==> config.mk <==
export PLATFORM = sky130hd
export DESIGN_NAME = vertex_cu
export DESIGN_NICKNAME = d
export VERILOG_FILES = /design/src/graph_ctrl_pkg.sv /design/src/vertex_cu.sv
export SDC_FILE = /design/constraint.sdc
export NUM_CORES = 1
export LEC_CHECK = 0
export BUFFER_PORTS_ARGS = -buffer_cell sky130_fd_sc_hd__clkbuf_2
export CAP_MARGIN = 25
export CORE_ASPECT_RATIO = 1.1
export CORE_UTILIZATION = 40
export CTS_CLUSTER_SIZE = 25
export DETAILED_ROUTE_END_ITERATION = 8
export PLACE_DENSITY = 0.65
export RECOVER_POWER = 50
export SETUP_SLACK_MARGIN = 0.5
export SYNTH_ARGS = -nofsm -noshare
export SYNTH_HDL_FRONTEND = slang
export SYNTH_SLANG_ARGS = --single-unit
==> constraint.sdc <==
create_clock -name clock -period 8.7 [get_ports clock]
set_input_delay 0.435 -clock clock [delete_from_list [all_inputs] [get_ports clock]]
set_output_delay 0.435 -clock clock [all_outputs]
set_load 0.02 [all_outputs]
==> src/graph_ctrl_pkg.sv <==
package graph_ctrl_pkg;

	////////////////////////////////////////////////////////////
	// sizes
	////////////////////////////////////////////////////////////

	localparam int NUM_CU         = 4;
	localparam int CU_ID_W        = $clog2(NUM_CU);
	localparam int VERTEX_W       = 16;
	localparam int EDGE_W         = 16;
	localparam int ADDR_W         = 32;
	localparam int DATA_W         = 32;
	localparam int COUNT_W        = 32;

	// job depth doubles as the upstream credit count
	localparam int JOB_FIFO_DEPTH = 16;
	localparam int CMD_FIFO_DEPTH = 8;
	localparam int READ_CREDITS   = 4;
	localparam int CREDIT_W       = $clog2(READ_CREDITS + 1);

	////////////////////////////////////////////////////////////
	// types
	////////////////////////////////////////////////////////////

	typedef logic [CU_ID_W-1:0]  cu_id_t;
	typedef logic [VERTEX_W-1:0] vertex_id_t;
	typedef logic [EDGE_W-1:0]   edge_count_t;
	typedef logic [ADDR_W-1:0]   addr_t;
	typedef logic [DATA_W-1:0]   data_t;
	typedef logic [COUNT_W-1:0]  count_t;

	typedef enum logic [1:0] {CU_IDLE, CU_ISSUE, CU_WAIT} cu_state_e;

endpackage

==> src/vertex_cu.sv <==
`timescale 1ns/1ps

module vertex_cu #(
	parameter int CU_ID = 0
) (
	input  logic                       clock,
	input  logic                       rstn,
	output logic                       cu_idle,
	input  logic                       job_valid,
	input  graph_ctrl_pkg::addr_t       job_base,
	input  graph_ctrl_pkg::edge_count_t job_edges,
	output logic                       cmd_push,
	output graph_ctrl_pkg::addr_t       cmd_addr,
	input  logic                       cmd_full,
	input  logic                       data_valid,
	input  graph_ctrl_pkg::data_t       data,
	output logic                       vertex_done,
	output graph_ctrl_pkg::edge_count_t done_edges
);

	import graph_ctrl_pkg::*;

	cu_state_e   state;
	addr_t       base;
	edge_count_t edges;
	edge_count_t issued;
	edge_count_t received;
	edge_count_t rx_next;

	// unit index must fit the tag routed by the top level
	if (CU_ID >= NUM_CU) begin : g_bad_cu_id
		$error("vertex_cu index out of range");
	end

	assign cu_idle    = (state == CU_IDLE);
	assign cmd_push   = (state == CU_ISSUE) && !cmd_full;
	assign cmd_addr   = base + addr_t'(issued);
	assign rx_next    = received + edge_count_t'(data_valid);
	// zero-edge jobs finish on their first cycle in CU_WAIT
	assign vertex_done = (state == CU_WAIT) && (rx_next == edges);
	assign done_edges  = edges;

	always_ff @(posedge clock) begin
		if (cu_idle && job_valid) begin
			base  <= job_base;
			edges <= job_edges;
		end
	end

	always_ff @(posedge clock or negedge rstn) begin
		if (!rstn) begin
			state    <= CU_IDLE;
			issued   <= '0;
			received <= '0;
		end else begin
			case (state)
				CU_IDLE: begin
					if (job_valid) begin
						issued   <= '0;
						received <= '0;
						state    <= (job_edges == '0) ? CU_WAIT : CU_ISSUE;
					end
				end
				CU_ISSUE: begin
					// data can already come back while issuing
					received <= rx_next;
					if (cmd_push) begin
						issued <= issued + 1'b1;
						if (issued == edges - 1'b1)
							state <= CU_WAIT;
					end
				end
				CU_WAIT: begin
					received <= rx_next;
					if (vertex_done)
						state <= CU_IDLE;
				end
				default: state <= CU_IDLE;
			endcase
		end
	end

endmodule

==> results.json <==
{
  "status": "finished with violations",
  "violations": "capacitance limit, slew limit",
  "cp_data_arrival_time_ns": 3.49,
  "drtIter0Drc": 363,
  "cpMaxStageDelayCell": "nor3_1",
  "hold_end": "base[24]$_DFFE_PP_",
  "post_cts_resized": 0,
  "dp_cells": 803,
  "cts_sinks": 82,
  "leakagePower_nw": 2.551,
  "crit_fanout": 8,
  "clock_skew_ns": 0.01084,
  "async_flop_share_pct": 41.46,
  "synthFlopType": "edfxtp_1",
  "dp_hpwl_microns": 9860,
  "ff2ff_path_depth": 10,
  "hold_slack_ns": 0.2713,
  "route.antenna.remaining_nets": 0,
  "synthCells": 559,
  "drc": 0,
  "setup_viol": 0,
  "clkLatencyLatePin_ns": 0.34,
  "cts_buffers": 9,
  "timing.rr.start": "done_edges[0]$_DFFE_PP_",
  "io_buffers": 103,
  "via_per_inst": 5.699,
  "vdd_drop_max_mv": 0.1473,
  "cts_tree": "yes",
  "io-pin-count": 136,
  "place_area_sq_mm": 0.006012,
  "start_util_pct": 41.02,
  "post_cts_buffers": 0,
  "start_kind": "register",
  "min_path_type": "input port to register",
  "track_usage_pct": 19.17,
  "place.gp.congestion": 0.8987,
  "grt_pass1_wl_microns": 20930,
  "endpoint_kind": "primary output",
  "powerDensity_mw_per_mm2": 230.8,
  "hold_depth": 1,
  "max_cap_violations": 1,
  "rsz0062_at_grt": "no",
  "clock_path_buffers": 2,
  "cp_common_cell": "nor3_1",
  "finalHoldViolations": 0,
  "switchingPower_mw": 0.5576,
  "synth_edf_count": 48,
  "dieArea_sq_mm": 0.01396,
  "wl_per_cell_microns": 15.83,
  "grt_max_degree": 42,
  "layout.nets": 763,
  "fin_tns_setup_ns": 0,
  "place_ws_ns": 5.224,
  "synth-seq-area-share_pct": 42.47,
  "slowest_delay_ns": 0.75,
  "crit_path_cell_trace": "ha_1 > inv_1 > fa_1 > nor2b_1 > o21ai_0 > a21boi_0 > o211ai_1 > a21oi_1 > nor3_1 > nor3_1 > xor2_1 > clkbuf_2",
  "timing.final.crit_share_pct": 45.10,
  "utilization_pct": 47.70,
  "cts_max_level": 3,
  "p_comb_share_pct": 35.8,
  "vias": 4673,
  "timing.fmax_mhz": 254.8,
  "clockRootBuffer": "clkbuf_16",
  "slew_headroom_pct": -29.10,
  "finalCriticalPeriod_ns": 3.924,
  "die_x_microns": 112.8,
  "yosys_warnings": 0,
  "die_h_microns": 123.8,
  "grt_pass1_vias": 4304,
  "worst-setup-path-type": "register to primary output",
  "drtPass1Iterations": 5,
  "layout.cells.non_filler": 820,
  "p_sw_share_pct": 38.49,
  "worst_pin_slew_ns": 1.937,
  "antenna_found_initial": 0,
  "area_growth_pct": 16.27,
  "slew_viol_final": 35,
  "power_mw": 1.449,
  "ys_types": 61,
  "design_area_sq_mm": 0.006276,
  "finalWirelength_microns": 12980,
  "synth-seq-cells": 82,
  "rows": 44,
  "p_clk_share_pct": 25.5,
  "fin_ws_ns": 4.776,
  "r2r_setup_slack_ns": 5.50,
  "seqPwrFrac_pct": 38.7,
  "post_synth.cell_area_avg_sq_um": 9.656,
  "intPower_mw": 0.8910,
  "num_antenna_cells": 0,
  "cp.required_ns": 8.27,
  "syn_area_sq_mm": 0.005398,
  "core-area_sq_mm": 0.01316,
  "synth_nets": 668,
  "gr-total-overflow": 0,
  "worstHoldStart": "job_base[24]",
  "final_layout_size_suffix_gt1_share_pct": 15.78,
  "r2r-end": "state[0]$_DFFE_PN0P_",
  "ctsHoldBuffers": 0,
  "clkTransAtPathRegs_ns": 0.06
}
flip-flops by register name (all words and copies together) (netlist names):
signal / count
issued: 16
received: 16
done_edges: 16
state: 2
base: 32
synth_stat cells, types with 3 or more instances:
master     number  share of area, %
a21boi_0        3              0.42
a21o_1         11               1.5
a21oi_1        32               3.0
a22o_1          3              0.49
a31oi_1         7              0.81
and2_1          4              0.46
and3_1         12               1.4
and4_1          4              0.65
clkbuf_1       15               1.0
dfrtp_1        34                16
edfxtp_1       48                27
ha_1           23               5.3
inv_1          22               1.5
mux2i_1         4              0.74
nand2_1        41               2.9
nand2b_1        4              0.46
nand3_1        24               2.2
nand4_1        12               1.4
nor2_1         34               2.4
nor2b_1         7              0.81
nor3_1         18               1.7
nor4_1         12               1.4
o2111ai_1       3              0.49
o211ai_1        3              0.42
o21ai_0        43               4.0
o21bai_1        3              0.42
o31ai_1         5              0.70
o41ai_1         4              0.65
or2_2           4              0.46
or3_1           7              0.81
or4_1           3              0.42
xnor2_1        48               7.8
xor2_1         28               4.5
worst max path at each step:
stage	cells past startpoint	to	start
floorplan	7	received[3]$_DFFE_PN0P_	state[0]$_DFFE_PN0P_
global placement	12	cmd_addr[30]	issued[0]$_DFFE_PN0P_
detailed placement	12	cmd_addr[30]	issued[0]$_DFFE_PN0P_
CTS	12	cmd_addr[30]	issued[0]$_DFFE_PN0P_
global route	12	cmd_addr[26]	issued[0]$_DFFE_PN0P_
finish	12	cmd_addr[30]	issued[0]$_DFFE_PN0P_
routing by layer:
| layer | share of wire [%] | track usage (%) | routed length (microns) |
|---|---|---|---|
| met1 | 44 | 24.74 | 5742 |
| met5 | 0 | 0 | 0 |
| met3 | 6.9 | 3.163 | 893 |
| met4 | 2.4 | 8.833 | 316 |
| met2 | 46 | 31.71 | 6029 |
worst max-delay path: cells and delay by family (launching register included):
kind	cells	cell delay, ns
simple gates	3	0.98
compound gates	4	0.75
flops	1	0.48
fa+ha+maj	2	0.47
buf+inv	2	0.27
xor+xnor	1	0.20
area by class of cell:
type | count | area [sq um]
Inverter | 22 | 82.58
Timing Repair Buffer | 106 | 503.0
Clock inverter | 3 | 21.27
Clock buffer | 13 | 271.5
Fill cell | 1230 | 6882
Tap cell | 161 | 201.4
Sequential cell | 82 | 2292
Multi-Input combinational cell | 433 | 2904
layout by cell type, fill, tap and decap left out, types with 4 or more instances in the layout:
master and count:
inv_1 22, and3_1 12, dfrtp_1 34, a21oi_1 32, o21ai_0 43, o31ai_1 5
nor2_1 34, or2_2 4, a31oi_1 7, nand2b_1 4, edfxtp_1 48, nor4_1 12
and4_1 4, clkbuf_16 10, clkbuf_2 75, mux2i_1 4, or3_1 7, nand3_1 24
o41ai_1 4, nand4_1 12, xnor2_1 48, nor3_1 18, nand2_1 41, ha_1 23
xor2_1 28, nor2b_1 7, clkbuf_1 30, a21o_1 11
power by group through the flow:
stage	clock (mW)	sequential, mW	combinational (mW)
6_report	0.370	0.561	0.518
5_1_grt	0.394	0.569	0.574
4_1_cts	0.377	0.560	0.519
3_5_place_dp	0	0.567	0.515
3_3_place_gp	0	0.564	0.497
2_1_floorplan	0	0.554	0.372
logic make-up (layout without fill, tap and decap cells):
| kind of cell | Yosys count | count (layout) | synth area share (%) |
|---|---|---|---|
| and+or+nand+nor | 196 | 196 | 19.24 |
| adders and majority gates | 24 | 24 | 5.702 |
| AOI/OAI and AO/OA | 133 | 133 | 15.79 |
| xor gates and xnor gates | 76 | 76 | 12.33 |
| muxes | 4 | 4 | 0.7418 |
| buffers and inverters | 44 | 144 | 3.732 |
| DFF | 82 | 82 | 42.47 |
Note: power is estimated with default switching activity, not from simulation.
